[src/dc_axi_rd.sv]
`timescale 1ns/1ps

module dc_axi_rd
#(
   parameter int AW = 32
)
(
   input  logic          clk,
   input  logic          arst_n_i,
   input  logic          start_i,
   input  logic [AW-1:0] line_addr_i,
   input  logic          refill_i,
   // AR channel
   input  logic          ar_ready_i,
   output logic          ar_valid_o,
   output logic [AW-1:0] ar_addr_o,
   // R channel
   input  logic          r_valid_i,
   output logic          r_ready_o,
   output logic          beat_o
);

   logic ar_hs;

   assign ar_hs = ar_valid_o & ar_ready_i;

   always_ff @(posedge clk or negedge arst_n_i)
   begin
      if (!arst_n_i)
         ar_valid_o <= 1'b0;
      else if (start_i)
         ar_valid_o <= 1'b1;
      else if (ar_hs)
         ar_valid_o <= 1'b0;
   end

   // Line address stays put until the slave takes it
   always_ff @(posedge clk)
   begin
      if (start_i)
         ar_addr_o <= line_addr_i;
   end

   assign r_ready_o = refill_i;
   assign beat_o    = r_valid_i & r_ready_o;

endmodule

[config.mk]
export PLATFORM = sky130hd
export DESIGN_NAME = dc_axi_rd
export DESIGN_NICKNAME = d
export VERILOG_FILES = /design/src/dc_axi_rd.sv
export SDC_FILE = /design/constraint.sdc
export NUM_CORES = 1
export LEC_CHECK = 0
export ABC_AREA = 0
export BUFFER_PORTS_ARGS = -buffer_cell sky130_fd_sc_hd__buf_2
export CAP_MARGIN = 10
export CORE_MARGIN = 2
export CORE_UTILIZATION = 25
export DETAILED_ROUTE_END_ITERATION = 12
export GPL_TIMING_DRIVEN = 0
export PLACE_DENSITY = 0.59
export SLEW_MARGIN = 20
export SYNTH_ARGS = -nofsm -noshare
export SYNTH_HDL_FRONTEND = slang
export SYNTH_SLANG_ARGS = --single-unit
[constraint.sdc]
create_clock -name clk -period 0.8 [get_ports clk]
set_input_delay 0.04 -clock clk [delete_from_list [all_inputs] [get_ports clk]]
set_output_delay 0.04 -clock clk [all_outputs]
set_load 0.1 [all_outputs]
==> results.json <==
{
  "drc": 0,
  "combPwrFrac": 0.324,
  "rsz0062_at_grt": "yes",
  "startpoint_type": "flip-flop",
  "p_per_area_nw_per_um2": 2340,
  "setup_viol": 33,
  "ys_warn_count": 0,
  "die_area_um2": 4570,
  "wl_per_cell_um": 11.5,
  "postCtsSetupRepairBufs": 0,
  "use_met1": 0.0864,
  "htree_num_levels": 2,
  "synth_top_area_cell": "edfxtp_1",
  "dr.pass1.iters": 4,
  "max_stage_delay_ns": 0.42,
  "status": "complete, but fails checks",
  "final_cells": 200,
  "finalCritPeriodShare": 1.14,
  "die_x_um": 67.6,
  "n_antenna_cell": 0,
  "gp_congestion": 0.716,
  "critPathRequiredTime_ns": 0.76,
  "cts_sinks": 33,
  "synth_flop_cell": "edfxtp_1",
  "cts_buffer_depth": 2,
  "clkPwrFrac": 0.238,
  "use_met3": 0.0517,
  "slowest_stage": "dfrtp_2",
  "drv_cap": 0,
  "peakVddDrop_mv": 1.26,
  "cp_top_family": "flip-flops",
  "p_sw_w": 0.00172,
  "p_int_w": 0.00310,
  "design_area_um2": 2060,
  "synth-seq-cells": 33,
  "cts_made_buffers": 5,
  "avgViaCountPerCell": 3.83,
  "critical_path.cell_chain": "buf_12",
  "arrival_ns": 0.87,
  "syn-num-nets": 75,
  "hold_violations": 0,
  "grt_use_total": 0.0970,
  "path_buf_inv": 1,
  "initialDrtViolationCount": 36,
  "antenna_found_initial": 0,
  "fin_tns_setup_ns": -2.96,
  "insertion_delay_ns": 0.27,
  "fmax_mhz": 1100,
  "grt.busiest_layer": "met2",
  "path_class": "reg -> out",
  "final_antenna_net_count": 0,
  "nets": 187,
  "drive_gt1_frac": 0.533,
  "worst_slack_ns": -0.108,
  "grt_first_pass_wirelength_um": 3060,
  "syn_area_um2": 1010,
  "switching_share": 0.357,
  "critPathCaptureType": "output port",
  "cts_tree": "done",
  "use_met2": 0.176,
  "synth_most_common_cell": "edfxtp_1",
  "placedCellCount": 159,
  "crit_fanout": 2,
  "p_seq_frac": 0.438,
  "fin_crit_ns": 0.908,
  "synth_cell_types": 6,
  "worst_slew_pin_slew_ns": 0.704,
  "place_area_um2": 1440,
  "synth.area.top_cells": "edfxtp_1 95%, dfrtp_1 2.5%, a21o_1 0.74%",
  "cts_root_buf": "clkbuf_8",
  "p_leak_nw": 0.877,
  "grt_start_max_net_pins": 34,
  "grt_overflow": 0,
  "start_util": 0.256,
  "syn_avg_cell_area_um2": 27.3,
  "row_count": 23,
  "io_pins": 73,
  "synth-async-reset-ratio": 0.0303,
  "violations": "setup timing",
  "vias": 766,
  "io_buffers": 72,
  "hold_class": "in -> reg",
  "clock_skew_ns": 0,
  "die_height_um": 67.6,
  "clk_pin_slew_ns": 0.06,
  "relSlewSlack": 0.531,
  "synth_edf_count": 32,
  "yosys.area.top_type_share": 0.950,
  "syn_inst": 37,
  "routed_wirelength_um": 2310,
  "area_delta_synth_final_pct": 104,
  "first_global_vias": 754,
  "core_area_um2": 3940,
  "slew_violations": 0,
  "seq_area_frac_synth": 0.975
}
## tightest hold or removal path, cell delays in order
cell and delay [ns]:
buf_2 0.10, inv_1 0.04, a21o_1 0.10
## metal layers
| metal | wire length (um) | up-vias |
|---|---|---|
| li1 | - | 367 |
| met1 | 784 | 354 |
| met2 | 1300 | 45 |
| met3 | 217 | 0 |
| met4 | 0 | 0 |
| met5 | 0 | - |
## registers in the layout, indices dropped and copies added (netlist names)
signal / flops
ar_addr_o: 32
ar_valid_o: 1
## cell families after synthesis
group,count (synthesis),synth area share
and+or+nand+nor,1,0.00619
buffers and inverters,2,0.0111
AOI/OAI and AO/OA,1,0.00743
DFF,33,0.975
## placed cells by master (no fill, tap or decap)
cell,synthesis,routed
buf_2,0,39
dlygate4sd3_1,0,33
edfxtp_1,32,32
buf_6,0,32
clkbuf_8,0,5
clkbuf_1,0,3
and2_2,0,1
inv_1,1,1
a21o_1,1,1
buf_4,1,1
dfrtp_2,0,1
buf_12,0,1
## per-stage QoR
step | hold WS, ns | util | setup WS (ns) | total power (W)
final | 0.0387 | 0.523 | -0.108 | 0.00482
after global routing | 0.0464 | 0.523 | -0.146 | 0.00499
after CTS | 0.0267 | 0.521 | -0.129 | 0.00489
after detailed placement | -0.184 | 0.364 | -0.199 | 0.00339
after global placement | -0.185 | 0.364 | -0.179 | 0.00338
after floorplan | -0.256 | - | -0.144 | 0.00315
## final cells by class
cell class                 count  area, um2
clock buffer                   8       80.1
fill                         345       1880
inverter                       1       3.75
tap                           50       62.6
multi-input combinational      2       15.0
sequential                    33        987
buffer                         1       7.51
timing repair buffer         105        906
## power groups by stage
stage / registers (W) / clock network, W / logic, W
6_report: 0.00211 / 0.00115 / 0.00156
5_1_grt: 0.00213 / 0.00126 / 0.00160
4_1_cts: 0.00211 / 0.00121 / 0.00156
3_5_place_dp: 0.00211 / 0 / 0.00128
3_3_place_gp: 0.00211 / 0 / 0.00127
2_1_floorplan: 0.00310 / 0 / 0.0000493
## what timing repair did
action,CTS,global route
hold buffers,33,0
endpoints found under the hold margin,33,0
setup endpoints to repair,33,33
resized for setup,66,2
## path summary, 6_finish.rpt
check / to / depth (start not counted) / slack (ns) / from
max: ar_valid_o / 1 / -0.11 / ar_valid_o
max in group asynchronous: ar_valid_o / 2 / 0.64 / arst_n_i
min reg2reg: ar_valid_o / 1 / 0.53 / ar_valid_o
min: ar_valid_o / 3 / 0.04 / ar_ready_i
max reg2reg: ar_valid_o / 1 / 0.09 / ar_valid_o
min in group asynchronous: ar_valid_o / 2 / 0.06 / arst_n_i
Power figures use the tool's default switching activity.
