<file path="config.mk">
export PLATFORM = sky130hd
export DESIGN_NAME = dc_sram
export DESIGN_NICKNAME = d
export VERILOG_FILES = /design/src/dc_sram.sv
export SDC_FILE = /design/constraint.sdc
export NUM_CORES = 2
export LEC_CHECK = 0
export BUFFER_PORTS_ARGS = -buffer_cell sky130_fd_sc_hd__buf_2
export CAP_MARGIN = 20
export CORE_AREA = 2 2 479 481
export CTS_CLUSTER_SIZE = 10
export DETAILED_ROUTE_END_ITERATION = 7
export DIE_AREA = 0 0 481 483
export GPL_TIMING_DRIVEN = 0
export PLACE_DENSITY = 0.46
export SETUP_SLACK_MARGIN = 0.02
export SYNTH_ARGS = -nofsm -noshare
export SYNTH_HDL_FRONTEND = slang
export SYNTH_SLANG_ARGS = --single-unit
</file>
<file path="constraint.sdc">
create_clock -name clk -period 10.4 [get_ports clk]
set_clock_uncertainty 0.15 [all_clocks]
set_input_delay 0.52 -clock clk [delete_from_list [all_inputs] [get_ports clk]]
set_output_delay 0.52 -clock clk [all_outputs]
set_load 0.03 [all_outputs]
</file>
<file path="src/dc_sram.sv">
`timescale 1ns/1ps

module dc_sram
#(
   parameter type entry_t = logic [31:0],
   parameter int DEPTH_LOG2 = 6
)
(
   input  logic                  clk,
   input  logic                  re_i,
   input  logic                  we_i,
   input  logic [DEPTH_LOG2-1:0] addr_i,
   input  entry_t                din_i,
   output entry_t                dout_o
);

   entry_t mem [2**DEPTH_LOG2];

   // Write goes to the array only
   always_ff @(posedge clk)
   begin
      if (we_i)
         mem[addr_i] <= din_i;
   end

   // Registered read that holds while re_i is low
   always_ff @(posedge clk)
   begin
      if (re_i)
         dout_o <= mem[addr_i];
   end

endmodule

</file>
==> results by group <==
Critical path
  • Crit path max fanout: 10
  • Crit-path cells: buf_2 > buf_2 > buf_2 > buf_2 > buf_2 > buf_2 > buf_2 > mux4_2 > nand2_1 > nand3_1 > a2111oi_0 > nand4_1
  • Worst Path Arrival: 5.31 ns
  • CP startpoint kind: primary input
  • Worst Path Required: 10.73 ns
  • Critical path start-end classification: primary input to register
  • CP most frequent cell: buf_2
  • CP endpoint kind: register
  • Worst stage delay on the critical path: 0.67 ns
  • Slowest stage cell, crit path: a2111oi_0

Synth
  • Post-Syn Area: 79,200 um2
  • Dominant synthesized flop cell: edfxtp_1
  • Mean Syn Cell Area: 18.7 um2
  • Distinct cells, synth: 55
  • Fraction of registers with async set/reset: 0%
  • Number of synthesized flops with an enable pin: 2,080
  • Sequential area share after synthesis: 78.8%
  • Ys Warns: 0
  • Yosys reg bits: 2,080
  • Cells after synthesis: 4,239
  • Syn_nets: 4,280

Drt
  • Drt first pass iters: 8
  • Vias per inst: 5.71
  • DRC: 0
  • Routed wire per std cell: 33.8 um
  • Initial DRC count: 4,870
  • Routed vias: 44,200
  • DRT antenna net count: 0
  • Routed WL: 262,000 um

Floorplan
  • Core area: 227,000 um2
  • Die width: 481 um
  • Die ar.: 232,000 um2
  • Initial core utilization: 34.9%
  • Die height: 483 um
  • Number of cell rows: 175
  • I/O pin count: 73

CTS
  • CTS Buf Count: 231
  • Worst-Skew Late Latency: 0.87 ns
  • Post-CTS Setup Inserts: 0
  • Clock Pin Slew Worst Setup and Hold Paths: 0.05 ns
  • Root buffer cell: clkbuf_16
  • CTS sink count: 2,080
  • Clk buf depth: 3
  • CTS tree: yes
  • Htree depth: 4

Global routing
  • Met1 Track Usage GR: 30.1%
  • Largest net degree at the start of global routing: 65
  • Top Usage Layer GRT: met2
  • Total GRT Usage: 22.2%
  • Grt total ovfl: 0
  • Antenna violations before repair: 21
  • Met3 usage: 3.93%
  • GR Util met2: 36.3%
  • Global-route wire length before repair: 360,000 um
  • Via count of the first global-routing pass: 43,800

Status
  • Status: finished, final reports clean

STA
  • Setup TNS: 0 ns
  • Setup violators final: 0
  • Hold Vio Cnt, Final: 0
  • Worst-Margin Slew: 1.26 ns
  • Peak Freq: 201 MHz
  • RSZ-0062 raised after global routing: no
  • Slew Viols, Final: 0
  • Period utilization: 47.9%
  • Min Tclk post-route: 4.98 ns
  • Slew HR: 16.1%

Power
  • VDD IR max: 0.000159 V
  • Design Power: 17.6 mW
  • Leak pwr: 29.2 nW
  • Cell Pwr Density: 190 nW/um2

Cells and area
  • Nets: 4,714
  • Fin cells: 7,742
  • Layout cell share with drive strength beyond 1: 18.2%
  • Fill cells: 20,400
  • Area grow syn2layout: 16.6%
  • Fin area: 92,400 um2

Placement
  • Dpl hpwl: 179,000 um
  • Placed Area: 85,900 um2
  • Dpl cells: 7,428
  • Final Wtd Congestion: 0.838
  • IO buf count: 71

Worst hold path
  • Worst Hold Class: primary input to register

Job
  • MaxCap Viol Count: 0
routing by layer:
metal  up-vias  share of wire (%)
met5         -              0.020
met1     23600                 42
li1      18500                  -
met3       347                6.7
met2      1712                 49
met4         8                2.8
cell usage after synthesis (33+ instances only):
cell type / instances / area, um2
a21oi_1: 121 / 606
a221oi_1: 175 / 1530
a22o_1: 66 / 578
a22oi_1: 188 / 1410
a31oi_1: 43 / 269
and3_1: 85 / 532
buf_1: 33 / 124
buf_2: 83 / 415
clkbuf_1: 168 / 631
edfxtp_1: 2080 / 62500
mux2_2: 147 / 1660
mux2i_1: 259 / 2590
mux4_2: 96 / 2160
nand3_1: 54 / 270
nor2_1: 145 / 544
o21ai_0: 84 / 420
o22a_1: 70 / 613
o22ai_1: 93 / 582
kinds of logic after synthesis:
family                 count (synthesis)  share of synthesized area (%)
AO/OA/AOI/OAI                        933                           8.63
flip-flops                          2080                           78.8
buffers and inverters                300                           1.68
AND/OR/NAND/NOR                      424                           2.79
multiplexers                         502                           8.09
registers in the layout, indices dropped and copies added, names as in the netlist:
register  count
mem        2048
dout_o       32
critical path: cells and delay by family:
| kind | cells | cell delay (ns) |
|---|---|---|
| AND/OR/NAND/NOR | 3 | 0.61 |
| AO/OA/AOI/OAI | 1 | 0.67 |
| buffers and inverters | 7 | 3.06 |
| multiplexers | 1 | 0.41 |
cell type report:
cell class                 instances  area (um2)  share of cell area [%]
clock inverter                    25         315                   0.341
antenna                            8        20.0                  0.0217
sequential                      2080       62500                    67.6
buffer                           298        1320                    1.43
timing repair buffer             201        2610                    2.83
tap                             3009        3760                    4.07
inverter                           2        7.51                 0.00812
clock buffer                     260        5910                    6.39
multi-input combinational       1859       16000                    17.3
cells in the final DEF (no fill, tap or decap), types with 8 or more instances in the layout:
cell type,count
a31oi_1,43
mux4_2,96
nand2b_1,18
a221o_1,15
nor4_1,14
diode_2,8
nor2b_1,8
a221oi_1,175
or4_1,15
buf_1,33
nor3_1,20
edfxtp_1,2080
mux2i_1,259
a222oi_1,16
nor2_4,64
nor2_1,81
o2bb2ai_1,15
nand3_1,54
a22o_1,66
clkbuf_16,232
a22oi_1,188
a211oi_1,17
dlygate4sd3_1,15
a2111oi_2,12
buf_12,93
buf_4,19
nand2_1,28
o22a_1,70
buf_8,9
o22ai_1,93
mux2_2,147
or4b_1,14
buf_2,154
o21ai_0,84
a21oi_1,121
and3_1,85
clkbuf_1,195
metrics by stage:
stage / worst slack (ns) / hold slack [ns] / utilization [%]
after floorplan: 6.49 / 0.469 / -
after global placement: 2.64 / 0.515 / 36.8
after detailed placement: 4.67 / 0.519 / 37.9
after CTS: 5.58 / 0.00376 / 40.7
after global routing: 5.46 / 0.0412 / 40.7
final: 5.42 / 0.0639 / 40.8
path summary, 6_finish.rpt:
check | end | cells after the start | start | slack, ns
setup / recovery | dout_o[0] | 12 | addr_i[2] | 5.42
hold / removal | mem[23][19] | 1 | din_i[19] | 0.06
hold reg to reg | dout_o[5] | 3 | mem[32][5] | 0.53
setup reg to reg | dout_o[2] | 5 | mem[10][2] | 7.33
where the power goes:
| part | total [mW] | switching, mW | leakage (nW) | internal (mW) |
|---|---|---|---|---|
| Clock | 7.15 | 3.15 | 3.04 | 4.00 |
| Combinational | 1.07 | 0.769 | 7.47 | 0.303 |
| Sequential | 9.33 | 0.0281 | 18.7 | 9.30 |
timing repair:
| action | 4_1_cts | 5_1_grt |
|---|---|---|
| hold endpoints to repair | 216 | 21 |
| hold buffers | 12 | 3 |
| resized for setup | 0 | 0 |
Note: power is estimated with default switching activity, not from simulation.
