--- src/dc_pkg.sv ---
package dc_pkg;

   // Payload word equals the AXI data width
   localparam int DW = 32;
   localparam int DW_BYTES_LOG2 = 2;

   typedef logic [DW-1:0] dc_word_t;

   typedef enum logic [2:0]
   {
      S_BOOT,
      S_IDLE,
      S_REFILL,
      S_REPLAY,       // Re-read of the held request after a refill
      S_INVALIDATE
   } dc_state_e;

   // Tag bits left above set index and line offset
   function automatic int tag_width(int aw, int p_sets, int p_line);
      return aw - p_sets - p_line;
   endfunction

   // Words per line, also the length of one refill burst
   function automatic int words_per_line(int p_line);
      return 1 << (p_line - DW_BYTES_LOG2);
   endfunction

endpackage

--- src/dc_line_counter.sv ---
`timescale 1ns/1ps

module dc_line_counter
   import dc_pkg::*;
#(
   parameter int P_SETS = 6,
   parameter int P_LINE = 4
)
(
   input  logic                            clk,
   input  logic                            arst_n_i,
   input  logic                            sweep_en_i,
   input  logic                            beat_i,
   input  logic                            beat_clr_i,
   output logic [P_SETS-1:0]               sweep_idx_o,
   output logic                            sweep_done_o,
   output logic [P_LINE-DW_BYTES_LOG2-1:0] beat_idx_o,
   output logic                            last_beat_o
);

   localparam int WI = P_LINE - DW_BYTES_LOG2;
   localparam logic [WI-1:0] LAST_IDX = WI'(words_per_line(P_LINE) - 1);

   // Set walk for the boot sweep
   always_ff @(posedge clk or negedge arst_n_i)
   begin
      if (!arst_n_i)
         sweep_idx_o <= '0;
      else if (sweep_en_i)
         sweep_idx_o <= sweep_idx_o + 1'b1;
   end

   // Accepted R beats of the current line
   always_ff @(posedge clk or negedge arst_n_i)
   begin
      if (!arst_n_i)
         beat_idx_o <= '0;
      else if (beat_clr_i)
         beat_idx_o <= '0;
      else if (beat_i)
         beat_idx_o <= beat_idx_o + 1'b1;
   end

   assign sweep_done_o = &sweep_idx_o;
   assign last_beat_o  = (beat_idx_o == LAST_IDX);

endmodule

--- config.mk ---
export PLATFORM = sky130hd
export DESIGN_NAME = dc_line_counter
export DESIGN_NICKNAME = d
export VERILOG_FILES = /design/src/dc_pkg.sv /design/src/dc_line_counter.sv
export SDC_FILE = /design/constraint.sdc
export NUM_CORES = 1
export LEC_CHECK = 0
export BUFFER_PORTS_ARGS = -buffer_cell sky130_fd_sc_hd__buf_2
export CAP_MARGIN = 5
export CORE_AREA = 3 3 40 42
export CTS_CLUSTER_DIAMETER = 150
export DETAILED_ROUTE_END_ITERATION = 16
export DIE_AREA = 0 0 43 45
export PLACE_DENSITY_LB_ADDON = 0.25
export SKIP_CTS_REPAIR_TIMING = 1
export SLEW_MARGIN = 20
export SYNTH_ARGS = -nofsm -noshare
export SYNTH_HDL_FRONTEND = slang
export SYNTH_SLANG_ARGS = --single-unit
--- constraint.sdc ---
create_clock -name clk -period 1.22 [get_ports clk]
set_input_delay 0.122 -clock clk [delete_from_list [all_inputs] [get_ports clk]]
set_output_delay 0.122 -clock clk [all_outputs]
set_load 0.01 [all_outputs]
==> flow_summary.yaml <==
setup_path:
  cp-end-kind: "output port"
  rr_startpoint: "sweep_idx_o[1]"
  cpPeakStageDelay_ns: 0.35
  worst-endpoint-required_ns: 1.10
  path_buf_inv: 1
  crit_chain: "ha_2, nand3_2, nor2_1, buf_2"
  crit_arrival_ns: 1.07
  ff2ff_setup_slack_ns: 0.18
  crit_type: "reg2out"
  crit_slowest_cell: "dfrtp_1"
  cp-start-kind: "flip-flop"
  r2r-end: "sweep_idx_o[1]"
  crit_path_max_fanout: 2
  reg2regPathDepth: 2
  crit_family: "flip-flops"
die:
  row_count: 13
  ioPinCount: 15
  core-area_sq_um: 1280
  dieArea_sq_um: 1940
  die_w_microns: 43
  initial_core_util: 0.271
  die_h_microns: 45
synthesis:
  yosys-top-cells-count: "dfrtp_1, xnor2_1, nor2_1"
  synth_area_sq_um: 348
  synth_edf_count: 0
  synth_most_common_cell: "dfrtp_1"
  syn_avg_cell_area_sq_um: 12.9
  synthFlopType: "dfrtp_1"
  yosysWarnings: 0
  synth_xor_xnor_area_share: 0.151
  synthSimpleGateAreaFrac: 0.140
  synth_top_area_cell: "dfrtp_1"
  synth_top_area_frac: 0.576
  synth_compound_area_frac: 0
  synth_top_family_by_area: "XOR/XNOR gates"
  ys_seq_area_frac: 0.576
  syn_nets: 34
  synthCells: 27
  synth-seq-cells: 8
  synthArstFlopShare: 1.00
  synth_fa_ha_area_frac: 0.0719
  synthTopCellsByArea: "dfrtp_1, xnor2_1, ha_1, xor2_1, nand4_2"
  synth_mux_area_frac: 0.0612
  yosysUniqueCellTypes: 12
sta:
  setup_ws_ns: 0.0299
  tightest_slew_ns: 0.209
  fin_crit_ns: 1.19
  finalClockSkew_ns: 0.00164
  min_period_over_period: 0.975
  hold_viol_final: 0
  rsz0062_at_grt: "true"
  drv_slew: 0
  finalSetupViolCount: 0
  slew_headroom: 0.860
  fmax_mhz: 840
  timing.hold.ws_ns: 0.0381
worst_hold_path:
  min_path_type: "in2reg"
  hold-path-cell-count: 2
  whs_endpoint: "beat_idx_o[0]"
  min_from: "beat_clr_i"
cts:
  ctsLongestPathBuffers: 2
  clock_sinks: 8
  cts_tree: "yes"
  cts.clk_slew.worst_paths_ns: 0.05
  cts_buffers: 3
  insertion_delay_ns: 0.24
  htree_num_levels: 1
  cts-root-buf: "clkbuf_4"
routing:
  firstDrtPassIters: 4
  wl_per_cell_microns: 11.6
  drt_wl_total_microns: 729
  remaining_drc_errors: 0
  drt_iter0_markers: 5
  num_vias: 276
  vias_per_cell: 4.38
  ant_nets: 0
global_routing:
  grt_pass1_wl_microns: 1130
  grt_pass1_vias: 273
  grt_usage: 0.0851
  grt_max_degree: 9
  grt_overflow: 0
  antenna_found_initial: 0
outcome:
  status: "complete, no violations"
power:
  p_leak_nw: 0.255
  peakVddDrop_v: 0.000912
  power.density_nw_per_um2: 2370
cells_and_area:
  final_core_util: 0.389
  final_area_sq_um: 499
  seq_area_sq_um: 200
  fillers: 130
  area_delta_synth_final_pct: 43.5
  multi_input_comb_area_sq_um: 155
  diodes: 0
  drive_gt1_frac: 0.521
  final_cell_count_no_fill: 63
  nets: 57
place:
  placed_area_sq_um: 437
  portBuffers: 14
  gp_congestion: 0.684
  post-place-ws_ns: 0.111
  placedCellCount: 56
job:
  drv_cap: 0
==> layout make-up <==
type / count / share of cell area
Clock buffer: 3 / 0.0451
Timing Repair Buffer: 18 / 0.206
Tap cell: 15 / 0.0376
Sequential cell: 8 / 0.401
Multi-Input combinational cell: 19 / 0.311
==> stage by stage <==
stage / TNS (ns) / total power, W
2_1_floorplan: 0 / 0.000718
3_3_place_gp: 0 / 0.000868
3_5_place_dp: 0 / 0.000899
4_1_cts: -0.0882 / 0.00110
5_1_grt: -0.0432 / 0.00128
6_report: 0 / 0.00118
==> cell families after synthesis <==
group	after synthesis
xor+xnor	6
fa+ha+maj	2
flops	8
mux	2
simple gates	9
==> cell usage in the layout (no fill, tap or decap), drive strengths merged, types with 2 or more instances in the layout <==
cell    count
ha          2
xnor2       4
xor2        2
clkbuf      3
nand2       2
buf        17
nor2        4
dfrtp       8
nand4       2
==> flip-flops by register name (all words and copies together), names as in the netlist <==
name and cells:
beat_idx_o 2, sweep_idx_o 6
==> power breakdown <==
group	switching [W]	internal (W)	total [W]
Clock	0.0000785	0.000112	0.000190
Sequential	0.000108	0.000377	0.000485
Combinational	0.000240	0.000265	0.000506
Total	0.000426	0.000755	0.00118
==> layer usage <==
metal / vias to the layer above / global-route usage / part of all wire
met2: 12 / 0.135 / 0.51
met1: 125 / 0.0823 / 0.41
met5: - / 0 / 0
li1: 137 / - / -
met3: 2 / 0.0558 / 0.075
met4: 0 / 0.0542 / 0.0055
==> worst max-delay path by stage <==
stage	startpoint	endpoint	slack (ns)	cells past startpoint
6_report	sweep_idx_o[1]	sweep_done_o	0.03	4
5_1_grt	sweep_idx_o[0]	sweep_done_o	-0.04	4
4_1_cts	sweep_idx_o[0]	sweep_done_o	-0.09	4
3_5_place_dp	sweep_idx_o[0]	sweep_idx_o[1]	0.11	2
3_3_place_gp	sweep_idx_o[0]	sweep_idx_o[1]	0.16	2
2_1_floorplan	sweep_idx_o[0]	sweep_idx_o[1]	0.12	2
==> worst reg2reg max path: stages (launching register included) <==
cell     delay, ns
dfrtp_1       0.38
ha_2          0.28
mux2_2        0.27
Power figures use the tool's default switching activity.
