===== config.mk =====
export PLATFORM = sky130hd
export DESIGN_NAME = dc_ctrl_fsm
export DESIGN_NICKNAME = d
export VERILOG_FILES = /design/src/dc_pkg.sv /design/src/dc_ctrl_fsm.sv
export SDC_FILE = /design/constraint.sdc
export NUM_CORES = 1
export LEC_CHECK = 0
export ABC_CLOCK_PERIOD_IN_PS = 1450
export BUFFER_PORTS_ARGS = -buffer_cell sky130_fd_sc_hd__buf_2
export CORE_AREA = 2 2 39 41
export CTS_CLUSTER_SIZE = 28
export DETAILED_ROUTE_END_ITERATION = 16
export DIE_AREA = 0 0 41 43
export SYNTH_ARGS = -nofsm -noshare
export SYNTH_HDL_FRONTEND = slang
export SYNTH_SLANG_ARGS = --single-unit
export TNS_END_PERCENT = 30

===== constraint.sdc =====
create_clock -name clk -period 1.45 [get_ports clk]
set_clock_uncertainty 0.15 [all_clocks]
set_input_delay 0.29 -clock clk [delete_from_list [all_inputs] [get_ports clk]]
set_output_delay 0.29 -clock clk [all_outputs]
set_load 0.02 [all_outputs]

===== src/dc_pkg.sv =====
package dc_pkg;

   // Payload word equals the AXI data width
   localparam int DW = 32;
   localparam int DW_BYTES_LOG2 = 2;

   typedef logic [DW-1:0] dc_word_t;

   typedef enum logic [2:0]
   {
      S_BOOT,
      S_IDLE,
      S_REFILL,
      S_REPLAY,       // Re-read of the held request after a refill
      S_INVALIDATE
   } dc_state_e;

   // Tag bits left above set index and line offset
   function automatic int tag_width(int aw, int p_sets, int p_line);
      return aw - p_sets - p_line;
   endfunction

   // Words per line, also the length of one refill burst
   function automatic int words_per_line(int p_line);
      return 1 << (p_line - DW_BYTES_LOG2);
   endfunction

endpackage


===== src/dc_ctrl_fsm.sv =====
`timescale 1ns/1ps

module dc_ctrl_fsm
   import dc_pkg::*;
(
   input  logic      clk,
   input  logic      arst_n_i,
   input  logic      lookup_valid_i,  // Compare stage holds a read
   input  logic      hit_i,
   input  logic      inv_i,           // Compare stage holds an invalidate
   input  logic      sweep_done_i,
   input  logic      beat_i,
   input  logic      last_beat_i,
   output dc_state_e state_o,
   output logic      stall_o,
   output logic      refill_start_o,
   output logic      sweep_en_o,
   output logic      beat_clr_o
);

   dc_state_e state_d;
   logic      miss;

   assign miss = lookup_valid_i & ~hit_i & ~inv_i;

   always_comb
   begin
      state_d = state_o;
      case (state_o)
         S_BOOT:
            if (sweep_done_i)
               state_d = S_IDLE;
         S_IDLE:
         begin
            if (inv_i)
               state_d = S_INVALIDATE;
            else if (miss)
               state_d = S_REFILL;
         end
         S_REFILL:
            if (beat_i && last_beat_i)
               state_d = S_REPLAY;
         S_REPLAY,
         S_INVALIDATE:
            state_d = S_IDLE;
         default:
            state_d = S_BOOT;
      endcase
   end

   always_ff @(posedge clk or negedge arst_n_i)
   begin
      if (!arst_n_i)
         state_o <= S_BOOT;
      else
         state_o <= state_d;
   end

   // Everything but IDLE blocks new requests
   assign stall_o        = (state_o != S_IDLE);
   assign refill_start_o = (state_o == S_IDLE) & miss;
   assign sweep_en_o     = (state_o == S_BOOT);
   assign beat_clr_o     = (state_o != S_REFILL); // Beat count restarts each refill

endmodule


==> impl_metrics.env, run 1 <==
export IMPL_min_from="inv_i"
export IMPL_rsz0062_at_grt="true"
export IMPL_maxSlewViolCount=0
export IMPL_design_area_um2=359
export IMPL_final_common_cell="buf_2"
export IMPL_drt_total_wl_um=510
export IMPL_synth_seq_area_share=0.448
export IMPL_area_delta_synth_final_pct=114
export IMPL_worstMarginPinSlew_ns=0.159
export IMPL_min_period_over_period=1.24
export IMPL_place_area_um2=299
export IMPL_n_antenna_cell=0
export IMPL_post_place_ws_ns=-0.158
export IMPL_num_vias=218
export IMPL_final_cell_mix="buf_2 (11), buf_4 (7), nor2_1 (4), clkbuf_4 (3), dfrtp_2 (3)"
export IMPL_syn_area_um2=168
export IMPL_powerDensity_mw_per_mm2=2060
export IMPL_final_cells=58
export IMPL_cts_tree="done"
export IMPL_viasPerCell=3.76
export IMPL_synth_distinct_cells=11
export IMPL_cts_root_buf="clkbuf_4"
export IMPL_synth_fp_nets=26
export IMPL_syn_avg_cell_area_um2=9.31
export IMPL_grt_pass1_wl_um=676
export IMPL_multi_input_area_um2=101
export IMPL_violations="setup timing"
export IMPL_setup_slack_ns=-0.352
export IMPL_dpl_hpwl_um=378
export IMPL_grt_max_degree=7
export IMPL_critPathKind="register to output port"
export IMPL_period_needed_ns=1.80
export IMPL_max_slew_margin=0.894
export IMPL_cp_start_kind="register"
export IMPL_hold_viol=0
export IMPL_r2r_setup_slack_ns=0.03
export IMPL_port_buffers=14
export IMPL_ff2ff_path_depth=4
export IMPL_cts_buffers=3
export IMPL_clock_sinks=3
export IMPL_dr_first_iter_drc_count=0
export IMPL_chipWidth_um=41
export IMPL_ant_nets=0
export IMPL_synth_warnings=0
export IMPL_worstPathRequired_ns=1.01
export IMPL_power_leakage_nw=0.190
export IMPL_clkLatencyLatePin_ns=0.23
export IMPL_antenna_found_initial=0
export IMPL_status="complete, but fails checks"
export IMPL_crit_fanout=2
export IMPL_min_to="state_o[2]"
export IMPL_regArea_um2=78.8
export IMPL_drc=0
export IMPL_ys_seq_elements=3
export IMPL_ios=15
export IMPL_core_area_mm2=0.00138
export IMPL_ir_drop_uv=413
export IMPL_largest_register_ffs=3
export IMPL_dr_pass1_iters=1
export IMPL_whs_ns=0.159
export IMPL_setup_viol=4
export IMPL_clockBufferDepth=2
export IMPL_holdPathStages=3
export IMPL_row_count=14
export IMPL_fin_nets=51
export IMPL_gr_total_overflow=0
export IMPL_die_h_um=43
export IMPL_track_usage=0.0716
export IMPL_tns_ns=-0.830
export IMPL_crit_arrival_ns=1.36
export IMPL_nFillCells=156
export IMPL_regToRegStartpoint="state_o[2]"
export IMPL_endpoint_kind="output port"
export IMPL_wl_per_cell_um=8.79
export IMPL_grt_pass1_vias=196
export IMPL_regMostFlops="state_o"
export IMPL_placed_cells=53
export IMPL_clk_pin_slew_ns=0.04
export IMPL_gp_congestion=0.579
export IMPL_dieArea_mm2=0.00176
export IMPL_h_tree_depth=1
export IMPL_worstReg2RegEnd="state_o[0]"
export IMPL_cap_violations=0
export IMPL_drive_above_1_share=0.690
export IMPL_initial_utilization=0.121
export IMPL_largestRegisters="state_o (3)"
export IMPL_hold_path_class="input port to register"
export IMPL_max_clock_freq_mhz=555
export IMPL_synth_cells=18
## synth_stat cells
| cell type | count | share of area |
|---|---|---|
| nor2_1 | 5 | 0.11 |
| a221o_1 | 1 | 0.060 |
| inv_1 | 1 | 0.022 |
| a21o_1 | 1 | 0.045 |
| a21oi_1 | 1 | 0.030 |
| nor3_1 | 2 | 0.060 |
| or3b_4 | 1 | 0.067 |
| nand2_1 | 1 | 0.022 |
| nor3_4 | 1 | 0.097 |
| dfrtp_1 | 3 | 0.45 |
| nand2b_1 | 1 | 0.037 |
## worst max-delay path: stages, from the launching register on
cell and delay, ns:
dfrtp_2 0.39, or3b_4 0.41, nor3_4 0.19, buf_6 0.14
## layer usage
metal,vias up,global-route usage,routed length (µm)
met5,-,0,0
met4,0,0.140,27
met3,2,0.0314,40
met2,11,0.0906,243
met1,94,0.0490,198
li1,111,-,-
## area by class of cell
class                   instances  area share
well taps                      16      0.0557
inverters                       1      0.0105
repair buffers                 20       0.359
clock buffers                   4      0.0732
multi-input cells              14       0.282
flip-flops and latches          3       0.220
## cells by family after synthesis
logic type      after synthesis  synth area share
simple gates                 11             0.396
compound gates                3             0.134
buf+inv                       1            0.0224
flops                         3             0.448
## timing repair
action	CTS	global route
hold buffers	1	0
endpoints found under the setup margin	4	6
pin swaps	2	0
buffers inserted	0	0
hold endpoints to repair	3	0
gates resized for setup	6	1
## worst max-delay path by stage
stage | start | end | slack (ns) | cells past startpoint
floorplan | state_o[1] | refill_start_o | -0.24 | 2
global placement | state_o[1] | refill_start_o | -0.15 | 3
detailed placement | state_o[1] | refill_start_o | -0.16 | 3
CTS | state_o[2] | refill_start_o | -0.37 | 3
global route | state_o[2] | refill_start_o | -0.39 | 3
finish | state_o[2] | refill_start_o | -0.35 | 3
## per-stage QoR
stage / power (W) / utilization
2_1_floorplan: 0.000371 / -
3_3_place_gp: 0.000541 / 0.216
3_5_place_dp: 0.000541 / 0.216
4_1_cts: 0.000738 / 0.256
5_1_grt: 0.000792 / 0.259
6_report: 0.000741 / 0.259
## report_power, final
part | switching [W] | internal (W) | leakage [nW] | total (W)
combinational | 0.000246 | 0.000217 | 0.140 | 0.000464
sequential | 0.0000140 | 0.000118 | 0.0349 | 0.000132
clock | 0.0000415 | 0.000103 | 0.0150 | 0.000145
No activity file was read; power rests on OpenSTA's default activity.
==> run 2: changes to the inputs <==
Settings changed: GPL_TIMING_DRIVEN from default to 0, RECOVER_POWER from default to 100.
==> run 2 against run 1 <==
Effect of this change: the flow still finishes with violations (setup timing); register-to-register slack lost 0.04 ns; power decreased by 8.0%; global-route usage rose by 0.079 points; worst hold slack better by 0.00091 ns; fmax down 2.6%; worst setup slack got worse by 0.048 ns; cell area down 6.6%; largest cell class unchanged.
==> impl_metrics.env, run 2 (synthesized netlist as in run 1, its figures left out) <==
export IMPL_grt_max_degree=7
export IMPL_clock_sinks=3
export IMPL_rsz0062_at_grt="true"
export IMPL_core_area_mm2=0.00138
export IMPL_critPathKind="register to output port"
export IMPL_dr_pass1_iters=4
export IMPL_cp_start_kind="register"
export IMPL_clkLatencyLatePin_ns=0.23
export IMPL_crit_fanout=2
export IMPL_post_place_ws_ns=-0.245
export IMPL_max_slew_margin=0.873
export IMPL_ff2ff_path_depth=4
export IMPL_fin_nets=50
export IMPL_die_h_um=43
export IMPL_clockBufferDepth=2
export IMPL_worstReg2RegEnd="state_o[1]"
export IMPL_drt_total_wl_um=528
export IMPL_drc=0
export IMPL_cap_violations=0
export IMPL_max_clock_freq_mhz=540
export IMPL_cts_tree="done"
export IMPL_setup_slack_ns=-0.401
export IMPL_min_to="state_o[2]"
export IMPL_h_tree_depth=1
export IMPL_crit_arrival_ns=1.41
export IMPL_powerDensity_mw_per_mm2=2030
export IMPL_ant_nets=0
export IMPL_viasPerCell=3.91
export IMPL_grt_pass1_wl_um=745
export IMPL_dr_first_iter_drc_count=4
export IMPL_dieArea_mm2=0.00176
export IMPL_final_cell_mix="buf_2 (9), nor2_1 (5), buf_4 (5), clkbuf_4 (3), dfrtp_2 (3)"
export IMPL_maxSlewViolCount=0
export IMPL_startpoint="state_o[2]"
export IMPL_ios=15
export IMPL_min_period_over_period=1.28
export IMPL_period_needed_ns=1.85
export IMPL_gr_total_overflow=0
export IMPL_regMostFlops="state_o"
export IMPL_drive_above_1_share=0.610
export IMPL_power_leakage_nw=0.177
export IMPL_hold_viol=0
export IMPL_gp_congestion=0.545
export IMPL_design_area_um2=335
export IMPL_final_common_cell="buf_2"
export IMPL_grt_pass1_vias=225
export IMPL_row_count=14
export IMPL_regToRegStartpoint="state_o[2]"
export IMPL_place_area_um2=262
export IMPL_initial_utilization=0.121
export IMPL_hold_path_class="input port to register"
export IMPL_ir_drop_uv=302
export IMPL_worstPathRequired_ns=1.01
export IMPL_cts_root_buf="clkbuf_4"
export IMPL_port_buffers=14
export IMPL_cts_buffers=3
export IMPL_largest_register_ffs=3
export IMPL_clk_pin_slew_ns=0.04
export IMPL_antenna_found_initial=0
export IMPL_status="complete, but fails checks"
export IMPL_r2r_setup_slack_ns=-0.01
export IMPL_dpl_hpwl_um=336
export IMPL_violations="setup timing"
export IMPL_num_vias=223
export IMPL_worstMarginPinSlew_ns=0.190
export IMPL_area_delta_synth_final_pct=100
export IMPL_holdPathStages=3
export IMPL_min_from="inv_i"
export IMPL_setup_viol=5
export IMPL_largestRegisters="state_o (3)"
export IMPL_chipWidth_um=41
export IMPL_endpoint_kind="output port"
export IMPL_wl_per_cell_um=9.26
export IMPL_n_antenna_cell=0
export IMPL_track_usage=0.0724
[run 2: through the flow]
stage	utilization	hold WS, ns	total power [W]	TNS, ns	std cells
after floorplan	-	-0.156	0.000371	-0.378	18
after global placement	0.189	-0.0627	0.000470	-0.273	48
after detailed placement	0.189	-0.0640	0.000472	-0.272	48
after CTS	0.241	0.147	0.000681	-0.960	57
after global routing	0.242	0.164	0.000732	-1.21	57
final	0.242	0.160	0.000681	-0.973	57
[run 2: cell type report]
cell class / instances / area, µm²
clock buffers: 4 / 26.3
fillers: 162 / 1050
inverters: 1 / 3.75
multi-input cells: 14 / 88.8
flip-flops and latches: 3 / 78.8
well taps: 16 / 20.0
repair buffers: 19 / 118
[run 2: power by group]
group / total (W) / switching, W / leakage, nW / internal (W)
logic: 0.000389 / 0.000213 / 0.127 / 0.000176
clock network: 0.000145 / 0.0000415 / 0.0150 / 0.000103
registers: 0.000148 / 0.0000284 / 0.0349 / 0.000119
total: 0.000681 / 0.000283 / 0.177 / 0.000398
[run 2: repair_timing]
item / CTS / global route
hold buffers: 1 / 0
buffers inserted: 4 / 0
gates resized for setup: 2 / 1
setup endpoints to repair: 4 / 5
hold endpoints to repair: 3 / 0
pin swaps: 3 / 0
[run 2: worst max-delay path by stage]
| stage | endpoint | depth (start not counted) |
|---|---|---|
| after floorplan | refill_start_o | 2 |
| after global placement | refill_start_o | 3 |
| after detailed placement | refill_start_o | 3 |
| after CTS | refill_start_o | 3 |
| after global routing | refill_start_o | 3 |
| final | refill_start_o | 3 |
[run 2: routing by layer]
| layer | wire [µm] | share of wire | global-route usage |
|---|---|---|---|
| met1 | 159 | 0.30 | 0.0421 |
| met2 | 309 | 0.59 | 0.119 |
| met3 | 39 | 0.074 | 0.0157 |
| met4 | 19 | 0.036 | 0.120 |
| met5 | 0 | 0 | 0 |
[run 2: worst max-delay path, stage by stage (launching register included)]
cell and delay [ns]:
dfrtp_2 0.39, or3b_4 0.42, nor3_4 0.22, buf_6 0.15
